`src/avl_bus_pkg.sv`:
```
//////////////////////////////////////////////////
// bus widths and vector types for the traffic generator, the
// command FIFO and the memory model, also imported by the testbench
//////////////////////////////////////////////////
package avl_bus_pkg;

   //////////////////////////////////////////////////
   // widths
   //////////////////////////////////////////////////

   // word address width, so the memory model holds 2**ADDR_W words
   localparam int ADDR_W = 6;

   // data width of one beat, also the width of pnf and the fault mask
   localparam int DATA_W = 32;

   // cycles from the pop edge of a read until its data is valid at the memory port
   localparam int MEM_READ_LATENCY = 2;

   //////////////////////////////////////////////////
   // vector types
   //////////////////////////////////////////////////

   // word address, no byte offset since every access is a full word
   typedef logic [ADDR_W-1:0] addr_t;

   // one data beat
   typedef logic [DATA_W-1:0] data_t;

   // words read counter, one bit wider so a full address range still fits
   typedef logic [ADDR_W:0] count_t;

endpackage

```
`src/tg_cfg_pkg.sv`:
```
//////////////////////////////////////////////////
// traffic test configuration, the command buffer depth
// and the state encoding of the traffic generator FSM
//////////////////////////////////////////////////
package tg_cfg_pkg;

   // words written and read back, from address 0 upward
   localparam int NUM_TEST_WORDS = 16;

   // entries in the command FIFO between driver and memory
   localparam int FIFO_DEPTH = 4;

   // FIFO pointer width and count width (the count must reach FIFO_DEPTH itself)
   localparam int FIFO_PTR_W = $clog2(FIFO_DEPTH);
   localparam int FIFO_CNT_W = $clog2(FIFO_DEPTH + 1);

   // driver FSM states
   typedef enum logic [2:0] {
      INIT,
      ISSUE_WRITE,
      WAIT_WRITE_DONE,
      ISSUE_READ,
      WAIT_READ_ACCEPTED,
      WAIT_READ_DONE,
      DONE_PASS,
      DONE_FAIL
   } tg_state_t;

endpackage

```
`src/tg_driver.sv`:
```
//////////////////////////////////////////////////
// traffic generator for memory bring-up: writes the test region with
// data equal to the word index, reads it back one word at a time and
// checks every beat, ending in a sticky pass or fail state
//////////////////////////////////////////////////
module tg_driver (
   input  logic                clk,
   input  logic                reset_n,

   // command side, toward the command FIFO
   input  logic                ready,
   output logic                write_req,
   output logic                read_req,
   output avl_bus_pkg::addr_t  addr,
   output avl_bus_pkg::data_t  wdata,

   // read data return from the memory
   input  logic                rdata_valid,
   input  avl_bus_pkg::data_t  rdata,

   // status
   output logic                pass,
   output logic                fail,
   output avl_bus_pkg::data_t  pnf,
   output avl_bus_pkg::count_t words_read
);
   import avl_bus_pkg::*;
   import tg_cfg_pkg::*;

   // last word address of the test region
   localparam addr_t LAST_WORD_ADDR = addr_t'(NUM_TEST_WORDS - 1);

   // read return registered once before the compare
   logic       rdata_valid_r;
   data_t      rdata_r;

   tg_state_t  state;
   tg_state_t  nxt_state;

   logic       nxt_write_req;
   logic       nxt_read_req;
   addr_t      word_addr;
   addr_t      nxt_word_addr;
   data_t      golden_data;
   data_t      nxt_golden_data;
   data_t      nxt_pnf;
   count_t     nxt_words_read;

   //////////////////////////////////////////////////
   // control and status registers
   //////////////////////////////////////////////////
   always_ff @(posedge clk) begin
      if (!reset_n) begin
         state         <= INIT;
         write_req     <= 1'b0;
         read_req      <= 1'b0;
         rdata_valid_r <= 1'b0;
         pnf           <= '1;
         words_read    <= '0;
      end else begin
         state         <= nxt_state;
         write_req     <= nxt_write_req;
         read_req      <= nxt_read_req;
         rdata_valid_r <= rdata_valid;
         pnf           <= nxt_pnf;
         words_read    <= nxt_words_read;
      end
   end

   // payload registers, only meaningful once the FSM has left INIT
   always_ff @(posedge clk) begin
      wdata       <= golden_data;
      rdata_r     <= rdata;
      word_addr   <= nxt_word_addr;
      golden_data <= nxt_golden_data;
   end

   // the address is steady while a request is held, since word_addr only
   // moves after the command has been taken
   assign addr = word_addr;

   //////////////////////////////////////////////////
   // status
   //////////////////////////////////////////////////
   assign pass = (state == DONE_PASS);
   assign fail = (state == DONE_FAIL);

   //////////////////////////////////////////////////
   // next-state logic
   //////////////////////////////////////////////////
   always_comb begin
      // hold everything by default, requests drop unless a state asks for them
      nxt_state       = state;
      nxt_write_req   = 1'b0;
      nxt_read_req    = 1'b0;
      nxt_word_addr   = word_addr;
      nxt_golden_data = golden_data;
      nxt_pnf         = pnf;
      nxt_words_read  = words_read;

      case (state)
         INIT: begin
            // start at word 0, golden data tracks the word index
            nxt_state       = ISSUE_WRITE;
            nxt_word_addr   = '0;
            nxt_golden_data = '0;
         end

         ISSUE_WRITE: begin
            // wdata picks up golden_data on this edge, together with the request
            nxt_state     = WAIT_WRITE_DONE;
            nxt_write_req = 1'b1;
         end

         WAIT_WRITE_DONE: begin
            if (!ready) begin
               // FIFO full, keep the request and fields steady
               nxt_write_req = 1'b1;
            end else if (word_addr != LAST_WORD_ADDR) begin
               // write taken on this edge, move to the next word
               nxt_state       = ISSUE_WRITE;
               nxt_word_addr   = word_addr + addr_t'(1);
               nxt_golden_data = golden_data + data_t'(1);
            end else begin
               // last write taken, go back to word 0 for the read pass
               nxt_state       = ISSUE_READ;
               nxt_word_addr   = '0;
               nxt_golden_data = '0;
            end
         end

         ISSUE_READ: begin
            nxt_state    = WAIT_READ_ACCEPTED;
            nxt_read_req = 1'b1;
         end

         WAIT_READ_ACCEPTED: begin
            if (!ready) begin
               nxt_read_req = 1'b1;
            end else begin
               // command accepted, data comes back after a variable delay
               nxt_state = WAIT_READ_DONE;
            end
         end

         WAIT_READ_DONE: begin
            if (rdata_valid_r) begin
               // every returned beat counts, the failing one too
               nxt_words_read = words_read + count_t'(1);

               if (rdata_r != golden_data) begin
                  // mark the bad bits with zeros and stop
                  nxt_state = DONE_FAIL;
                  nxt_pnf   = ~(rdata_r ^ golden_data);
               end else if (word_addr != LAST_WORD_ADDR) begin
                  nxt_state       = ISSUE_READ;
                  nxt_word_addr   = word_addr + addr_t'(1);
                  nxt_golden_data = golden_data + data_t'(1);
               end else begin
                  nxt_state = DONE_PASS;
               end
            end
         end

         // both end states hold until reset
         DONE_PASS: nxt_state = DONE_PASS;
         DONE_FAIL: nxt_state = DONE_FAIL;

         default: nxt_state = INIT;
      endcase
   end

endmodule

```
`src/cmd_fifo.sv`:
```
//////////////////////////////////////////////////
// command FIFO between the traffic generator and the memory model,
// ready is high while there is room for one more command
//////////////////////////////////////////////////
module cmd_fifo (
   input  logic               clk,
   input  logic               reset_n,

   // push side, from the driver
   input  logic               write_req,
   input  logic               read_req,
   input  avl_bus_pkg::addr_t addr,
   input  avl_bus_pkg::data_t wdata,
   output logic               ready,

   // pop side, head entry toward the memory
   output logic               cmd_valid,
   output logic               cmd_write,
   output avl_bus_pkg::addr_t cmd_addr,
   output avl_bus_pkg::data_t cmd_wdata,
   input  logic               cmd_pop
);
   import avl_bus_pkg::*;
   import tg_cfg_pkg::*;

   // entry storage, one write flag, address and data per slot
   logic  ent_write [FIFO_DEPTH];
   addr_t ent_addr  [FIFO_DEPTH];
   data_t ent_wdata [FIFO_DEPTH];

   logic [FIFO_PTR_W-1:0] wr_ptr;
   logic [FIFO_PTR_W-1:0] rd_ptr;
   logic [FIFO_CNT_W-1:0] count;

   logic push;
   logic pop;

   // full and empty come from the registered count only
   assign ready     = (count != FIFO_CNT_W'(FIFO_DEPTH));
   assign cmd_valid = (count != '0);

   // a request is taken whenever there is room
   assign push = (write_req | read_req) & ready;
   assign pop  = cmd_pop & cmd_valid;

   // pointers and count
   always_ff @(posedge clk) begin
      if (!reset_n) begin
         wr_ptr <= '0;
         rd_ptr <= '0;
         count  <= '0;
      end else begin
         if (push) begin
            wr_ptr <= (wr_ptr == FIFO_PTR_W'(FIFO_DEPTH - 1)) ? '0 : wr_ptr + 1'b1;
         end
         if (pop) begin
            rd_ptr <= (rd_ptr == FIFO_PTR_W'(FIFO_DEPTH - 1)) ? '0 : rd_ptr + 1'b1;
         end
         // simultaneous push and pop leave the count unchanged
         case ({push, pop})
            2'b10:   count <= count + 1'b1;
            2'b01:   count <= count - 1'b1;
            default: count <= count;
         endcase
      end
   end

   // entry write, write_req low means a read command
   always_ff @(posedge clk) begin
      if (push) begin
         ent_write[wr_ptr] <= write_req;
         ent_addr[wr_ptr]  <= addr;
         ent_wdata[wr_ptr] <= wdata;
      end
   end

   // head entry
   assign cmd_write = ent_write[rd_ptr];
   assign cmd_addr  = ent_addr[rd_ptr];
   assign cmd_wdata = ent_wdata[rd_ptr];

endmodule

```
`src/mem_model.sv`:
```
//////////////////////////////////////////////////
// behavioural memory standing in for the calibrated controller: pops one
// command per unstalled cycle, returns reads after a fixed latency and can
// corrupt the read data of one address
//////////////////////////////////////////////////
module mem_model (
   input  logic               clk,
   input  logic               reset_n,

   // command side, from the FIFO head
   input  logic               cmd_valid,
   input  logic               cmd_write,
   input  avl_bus_pkg::addr_t cmd_addr,
   input  avl_bus_pkg::data_t cmd_wdata,
   output logic               cmd_pop,

   // test controls
   input  logic               stall,
   input  logic               fault_en,
   input  avl_bus_pkg::addr_t fault_addr,
   input  avl_bus_pkg::data_t fault_mask,

   // read return
   output logic               rdata_valid,
   output avl_bus_pkg::data_t rdata
);
   import avl_bus_pkg::*;

   // word storage
   data_t mem [2**ADDR_W];

   // read pipeline, stage 0 is loaded at the pop edge
   logic  rd_valid_q [MEM_READ_LATENCY];
   addr_t rd_addr_q  [MEM_READ_LATENCY];
   data_t rd_data_q  [MEM_READ_LATENCY];

   logic  fault_hit;

   // stall holds back the pop, so the FIFO fills and pushes back on the driver
   assign cmd_pop = cmd_valid & ~stall;

   // writes land at the pop edge
   always_ff @(posedge clk) begin
      if (cmd_pop && cmd_write) begin
         mem[cmd_addr] <= cmd_wdata;
      end
   end

   // valid bits of the pipeline, two reads can be in flight at once
   always_ff @(posedge clk) begin
      if (!reset_n) begin
         for (int i = 0; i < MEM_READ_LATENCY; i++) begin
            rd_valid_q[i] <= 1'b0;
         end
      end else begin
         rd_valid_q[0] <= cmd_pop & ~cmd_write;
         for (int i = 1; i < MEM_READ_LATENCY; i++) begin
            rd_valid_q[i] <= rd_valid_q[i-1];
         end
      end
   end

   // address and data of each read follow its valid bit
   always_ff @(posedge clk) begin
      rd_addr_q[0] <= cmd_addr;
      rd_data_q[0] <= mem[cmd_addr];
      for (int i = 1; i < MEM_READ_LATENCY; i++) begin
         rd_addr_q[i] <= rd_addr_q[i-1];
         rd_data_q[i] <= rd_data_q[i-1];
      end
   end

   //////////////////////////////////////////////////
   // fault injection on the returned beat
   //////////////////////////////////////////////////
   assign fault_hit = fault_en && (rd_addr_q[MEM_READ_LATENCY-1] == fault_addr);

   // the stored word is left intact, only the returned copy is flipped
   assign rdata_valid = rd_valid_q[MEM_READ_LATENCY-1];
   assign rdata       = rd_data_q[MEM_READ_LATENCY-1] ^ (fault_hit ? fault_mask : '0);

endmodule

```
`src/tg_top.sv`:
```
//////////////////////////////////////////////////
// memory sanity checker top: traffic generator, command FIFO and
// memory model, with stall and fault controls brought out for test
//////////////////////////////////////////////////
module tg_top (
   input  logic                clk,
   input  logic                reset_n,

   // test controls
   input  logic                stall,
   input  logic                fault_en,
   input  avl_bus_pkg::addr_t  fault_addr,
   input  avl_bus_pkg::data_t  fault_mask,

   // status
   output logic                pass,
   output logic                fail,
   output avl_bus_pkg::data_t  pnf,
   output avl_bus_pkg::count_t words_read
);
   import avl_bus_pkg::*;

   // driver to FIFO
   logic  ready;
   logic  write_req;
   logic  read_req;
   addr_t addr;
   data_t wdata;

   // FIFO to memory
   logic  cmd_valid;
   logic  cmd_write;
   addr_t cmd_addr;
   data_t cmd_wdata;
   logic  cmd_pop;

   // memory to driver
   logic  rdata_valid;
   data_t rdata;

   tg_driver tg_driver_i (
      .clk         (clk),
      .reset_n     (reset_n),
      .ready       (ready),
      .write_req   (write_req),
      .read_req    (read_req),
      .addr        (addr),
      .wdata       (wdata),
      .rdata_valid (rdata_valid),
      .rdata       (rdata),
      .pass        (pass),
      .fail        (fail),
      .pnf         (pnf),
      .words_read  (words_read)
   );

   cmd_fifo cmd_fifo_i (
      .clk       (clk),
      .reset_n   (reset_n),
      .write_req (write_req),
      .read_req  (read_req),
      .addr      (addr),
      .wdata     (wdata),
      .ready     (ready),
      .cmd_valid (cmd_valid),
      .cmd_write (cmd_write),
      .cmd_addr  (cmd_addr),
      .cmd_wdata (cmd_wdata),
      .cmd_pop   (cmd_pop)
   );

   mem_model mem_model_i (
      .clk         (clk),
      .reset_n     (reset_n),
      .cmd_valid   (cmd_valid),
      .cmd_write   (cmd_write),
      .cmd_addr    (cmd_addr),
      .cmd_wdata   (cmd_wdata),
      .cmd_pop     (cmd_pop),
      .stall       (stall),
      .fault_en    (fault_en),
      .fault_addr  (fault_addr),
      .fault_mask  (fault_mask),
      .rdata_valid (rdata_valid),
      .rdata       (rdata)
   );

endmodule

```
`config.mk`:
```
export PLATFORM = sky130hd
export DESIGN_NAME = tg_top
export DESIGN_NICKNAME = d
export VERILOG_FILES = /design/src/avl_bus_pkg.sv /design/src/tg_cfg_pkg.sv /design/src/tg_driver.sv /design/src/cmd_fifo.sv /design/src/mem_model.sv /design/src/tg_top.sv
export SDC_FILE = /design/constraint.sdc
export NUM_CORES = 2
export LEC_CHECK = 0
export ABC_AREA = 1
export BUFFER_PORTS_ARGS = -buffer_cell sky130_fd_sc_hd__buf_2
export CAP_MARGIN = 20
export CORE_MARGIN = 4
export CORE_UTILIZATION = 34
export CTS_CLUSTER_DIAMETER = 120
export CTS_CLUSTER_SIZE = 25
export DETAILED_ROUTE_END_ITERATION = 10
export SKIP_LAST_GASP = 1
export SYNTH_ARGS = -nofsm -noshare
export SYNTH_HDL_FRONTEND = slang
export SYNTH_HIERARCHICAL = 1
export SYNTH_SLANG_ARGS = --single-unit
```
`constraint.sdc`:
```
create_clock -name clk -period 11.7 [get_ports clk]
set_clock_uncertainty 0.1 [all_clocks]
set_input_delay 1.17 -clock clk [delete_from_list [all_inputs] [get_ports clk]]
set_output_delay 1.17 -clock clk [all_outputs]
set_load 0.01 [all_outputs]
```
-- Word-level counts from Yosys, hierarchy flattened
Memories as Yosys holds them, arrays and structs flattened. A register that Yosys moved wholly into a read port is not among the register bits.
Index checks and enable logic that the tools add are counted.
- register bits: 153
- bits in writable memories: 2282
- input port bits: 42
- output and inout bits: 41
- word-level logic and storage cells: 109
- memories: 7
- memories (memory ; words ; width ; read ports ; clocked after Yosys merged registers in ; write ports ; line ; source):
    mem_model_i.mem ; 64 ; 32 ; 1 ; 0 ; 1 ; mem_model.sv:30 ; data_t mem [2**ADDR_W];
    cmd_fifo_i.ent_wdata ; 4 ; 32 ; 1 ; 1 ; 1 ; cmd_fifo.sv:29 ; data_t ent_wdata [FIFO_DEPTH];
    mem_model_i.rd_data_q ; 2 ; 32 ; 2 ; 0 ; 2 ; mem_model.sv:35 ; data_t rd_data_q [MEM_READ_LATENCY];
    cmd_fifo_i.ent_addr ; 4 ; 6 ; 1 ; 1 ; 1 ; cmd_fifo.sv:28 ; addr_t ent_addr [FIFO_DEPTH];
    mem_model_i.rd_addr_q ; 2 ; 6 ; 2 ; 0 ; 2 ; mem_model.sv:34 ; addr_t rd_addr_q [MEM_READ_LATENCY];
    cmd_fifo_i.ent_write ; 4 ; 1 ; 1 ; 1 ; 1 ; cmd_fifo.sv:27 ; logic ent_write [FIFO_DEPTH];
    1 more memories ; -- ; -- ; -- ; -- ; -- ; -- ;
- $add $sub $neg: 7
- equality and inequality tests: 20
- mux-type cells: 40
- bitwise operators: 12
- reductions and logical operators: 11
- operator list (cell ; count):
    $mux 32 ; 6
    $pmux 32 s3 ; 1
    $xor 32x32->32 ; 2
    $add 32x1->32 const B ; 1
    $ne 32x32->1 ; 1
    $not 32->32 ; 1
    $mux 6 ; 5
    $pmux 3 s8 ; 1
    $mux 2 ; 9
    $pmux 6 s3 ; 1
    $mux 3 ; 5
    $eq 3x3->1 const B ; 4
    $mux 1 ; 9
    $ne 2x1->1 const B ; 4
    $add 7x1->7 const B ; 1
    $add 6x1->6 const B ; 1
    $eq 2x2->1 const B ; 3
    $eq 3x2->1 const B ; 2
    $eq 6x6->1 ; 1
    $ne 6x4->1 const B ; 1
    $pmux 3 s2 ; 1
    $reduce_and 3->1 ; 2
    $reduce_bool 3->1 ; 2
    $reduce_and 5->1 ; 1
    other kinds (16) ; 25

-- Depth between registers and ports, before layout
- depth in word-level cells: 5
- depth in mapped cells: 21

-- Cells and area by module
Netlist, hierarchy kept.
- by module, submodules not included (module ; instances ; cells an instance ; area an instance (um^2) ; sequential area each (um^2)):
    mem_model ; 1 ; 8681 ; 88274.7 ; 63060.5
    cmd_fifo ; 1 ; 448 ; 6283.5 ; 4864.7
    tg_driver ; 1 ; 689 ; 5889.4 ; 3323.2

-- Least setup slack after synthesis
No wires, ideal clock.
- path type: register to register
- from: register tg_driver_i.golden_data[23]
- to: register tg_driver_i.word_addr[0], in the netlist tg_driver_i/addr[0] (enable)
- library setup time: 0.528 ns
- arrival: 4.868 ns
- data required time: 11.072 ns
- slack: 6.204 ns
- stages on the path, launching flop included: 13
- buffers on the path: 1
- period minus slack after synthesis: 5.496 ns
- cell sequence: edfxtp_1 buf_2 inv_2 nand2_1 nand2_1 nand2_1 nor2_1 nand2_1 nor2_1 nand2_2 nand2_1 nand2_1 nor4_1
- word-level cells in the longest chain between the ends: 3
- ends and longest elaborated chain (element ; line ; source):
    from (decl) ; tg_driver.sv:44 ; data_t golden_data;
    from (signal assigned) ; tg_driver.sv:75 ; golden_data <= nxt_golden_data;
    $ne 32x32->1 ; tg_driver.sv:151 ; if (rdata_r != golden_data) begin
    $ne 2x2->1 (no line) ; -- ;
    $reduce_and 5->1 (no line) ; -- ;
    to (signal assigned) ; tg_driver.sv:74 ; word_addr <= nxt_word_addr;
    to (decl) ; tg_driver.sv:42 ; addr_t word_addr;
Every way passes these cells.
A chain may end at the register's enable or synchronous reset.

==> flow_summary.yaml <==
synth:
  synth_fa_ha_area_frac: 0.00132
  ys_seq_area_frac: 0.709
  synth_top_family_by_area: "simple AND/OR/NAND/NOR gates"
  syn_avg_cell_area_um2: 10.2
  synthesis.nets: 9870
  synth_area_um2: 100000
  synthCells: 9818
  synth_compound_area_frac: 0.0102
  yosysTopAreaCell: "edfxtp_1"
  synth_area_leaders: "edfxtp_1 67%, nand2_1 22%, dfxtp_1 3.9%"
  ys_types: 45
  synth_top_area_frac: 0.670
  synth-simple-area-share: 0.249
  yosys_warnings: 6
  synth-xor-area-share: 0.00113
  synthMuxAreaShare: 0
  synth_seq_cells: 2438
clocking:
  tritoncts: "yes"
  post_cts_buffers: 0
  cts_sinks: 2438
  h-tree-depth: 3
  clkLatencyLatePin_ns: 0.82
  root_buffer: "clkbuf_16"
  path_clk_slew_ns: 0.10
  cts_made_buffers: 109
  cts_hold_buf: 0
  cts_resized: 0
  ctsLongestPathBuffers: 3
global_route:
  grt_pass1_wl_um: 424000
  grt_overflow: 0
  grt_pass1_vias: 63200
  grt_antenna_before_repair: 23
  grt_usage: 0.185
  grt_max_degree: 188
placed_design:
  port_buffers: 82
  pre_cts_slack_ns: 5.47
  globalplace.congestion: 0.851
  place_hpwl_um: 168000
floorplan:
  rows: 199
  die_w_um: 552
  dieHeight_um: 552
  initial_core_util: 0.342
  die-area_um2: 304000
  core_um2: 294000
  num_io_pins: 83
setup_path:
  path_class: "flop to flop"
  critPathBufInv: 5
  path_cells: "buf_4 > inv_4 > o21ai_0 > o22ai_4 > buf_12 > inv_8 > nor2_1 > nand3_2 > nor2_4 > buf_16"
  crit_family: "simple AND/OR/NAND/NOR gates"
  slowest_delay_ns: 0.96
  path_max_fanout: 122
  cp_slowest_cell: "nor2_4"
  start_kind: "flop"
  cp.arrival_ns: 6.71
  cp_data_required_time_ns: 12.09
  worstSetupEndpointType: "flop"
power_and_ir_drop:
  finalPower_mw: 19.0
  p_per_area_nw_per_um2: 173
  peakVddDrop_uv: 170
  total_leakage_power_nw: 44.1
cells_and_area:
  drive_above_1_share: 0.0565
  area_growth_pct: 9.33
  final_util: 0.373
  nets: 9759
route:
  post_drt_wl_per_cell_um: 21.1
  route.detailed.drc: 0
  ant_nets: 0
  viasPerCell: 4.97
  drt_wl_total_um: 289000
  drtIter0Drc: 8288
  vias: 68200
  dr.pass1.iters: 6
hold_path:
  min_path_type: "flop to flop"
timing:
  finalSetupViolCount: 0
  worst_slew_pin_slew_ns: 1.10
  fmax_ghz: 0.158
  rsz0062_at_grt: "false"
  slew_headroom: 0.264
  hold_viol: 0
  min_period_over_period: 0.540
  min_period_ns: 6.31
  fin_tns_setup_ns: 0
  finalWorstSetupSlack_ns: 5.39
  drv_slew: 0
run_status:
  status: "complete, no violations"
job:
  max_cap_violations: 0
[path summary, 6_finish.rpt]
| path | cells past startpoint | from | endpoint | slack [ns] |
|---|---|---|---|---|
| worst min-delay path | 0 | mem_model_i/rd_addr_q[0][0] | mem_model_i/rd_addr_q[0][6] | 0.24 |
| worst max register to register | 10 | flop | mem_model_i/mem[5][16] | 5.39 |
| worst max-delay path | 10 | flop | mem_model_i/mem[5][16] | 5.39 |
| worst min register to register | 0 | mem_model_i/rd_addr_q[0][0] | mem_model_i/rd_addr_q[0][6] | 0.24 |
[report_power, final]
group	leakage, nW	total (mW)	internal [mW]	switching [mW]
sequential	21.9	10.5	10.1	0.332
combinational	20.7	4.09	0.902	3.19
clock	1.48	4.46	1.79	2.67
[flip-flops by register name, summed over array words and instances (netlist names), 6 cells and up, named ones only]
register                 cells
tg_driver_i/words_read       7
tg_driver_i/golden_data     32
tg_driver_i/wdata           32
mem_model_i/rd_data_q       64
cmd_fifo_i/ent_wdata       128
mem_model_i/rd_addr_q       12
tg_driver_i/addr             6
tg_driver_i/pnf             32
mem_model_i/mem           2048
tg_driver_i/rdata_r         32
cmd_fifo_i/ent_addr         24
[worst register-to-register path, stage by stage (launching register included)]
cell	delay [ns]
dfxtp_2	0.32
buf_4	0.25
inv_4	0.61
o21ai_0	0.30
o22ai_4	0.52
buf_12	0.63
inv_8	0.43
nor2_1	0.87
nand3_2	0.76
nor2_4	0.97
buf_16	0.26
[synth_stat cells (all sizes together)]
cell and instances:
xor2 3, xnor2 10, buf 322, nand4 73, ha 9, nor3 29, fa 1, o22ai 40
o21ai 106, nor4 6, nand2 5999, a21oi 32, nor3b 3, o31ai 1, nand3 101, o211ai 5
nand3b 1, a311oi 1, clkinv 2, nor2 298, clkbuf 158, edfxtp 2242, inv 168, o311a 1
o221a 1, dfxtp 196, a31oi 2, or2 8
[final cells by class]
| class | instances | area [um2] |
|---|---|---|
| tap | 3919 | 4900 |
| inverter | 170 | 666 |
| multi-input combinational | 6730 | 27400 |
| timing repair buffer | 258 | 2490 |
| antenna | 11 | 27.5 |
| sequential | 2438 | 71200 |
| fill | 28400 | 184000 |
| clock inverter | 6 | 80.1 |
| clock buffer | 176 | 3020 |
[through the flow]
step           area (um2)  hold slack (ns)  std cells
2_1_floorplan      100000            0.210       9818
3_3_place_gp       106000            0.215      13500
3_5_place_dp       107000            0.212      13500
4_1_cts            110000            0.236      13700
5_1_grt            110000            0.242      13700
6_report           110000            0.236      13700
[routing by layer]
metal  track usage  vias to the layer above  wire, um
met2         0.283                     3000    128000
met1         0.267                    33200    124000
li1              -                    31600         -
met5             0                        -        56
met3        0.0297                      342     26700
met4        0.0653                        8     10300
[cells in the final DEF (no fill, tap or decap), types with 32 or more instances in the layout]
cell / netlist / final
nand2_1: 5992 / 5992
edfxtp_1: 2242 / 2242
nor2_1: 287 / 220
dfxtp_1: 196 / 195
inv_1: 148 / 148
buf_4: 14 / 121
clkbuf_16: 0 / 111
o21ai_0: 94 / 94
nand3_1: 95 / 92
buf_2: 253 / 82
nor2_4: 4 / 71
nand4_1: 70 / 70
clkbuf_1: 153 / 65
buf_12: 0 / 46
o22ai_4: 0 / 35
a21oi_1: 32 / 32
[kinds of logic after synthesis]
family,after synthesis
buf+inv,650
simple gates,6518
xor+xnor,13
fa+ha+maj,10
compound gates,189
flops,2438
Note: power is estimated with default switching activity, not from simulation.
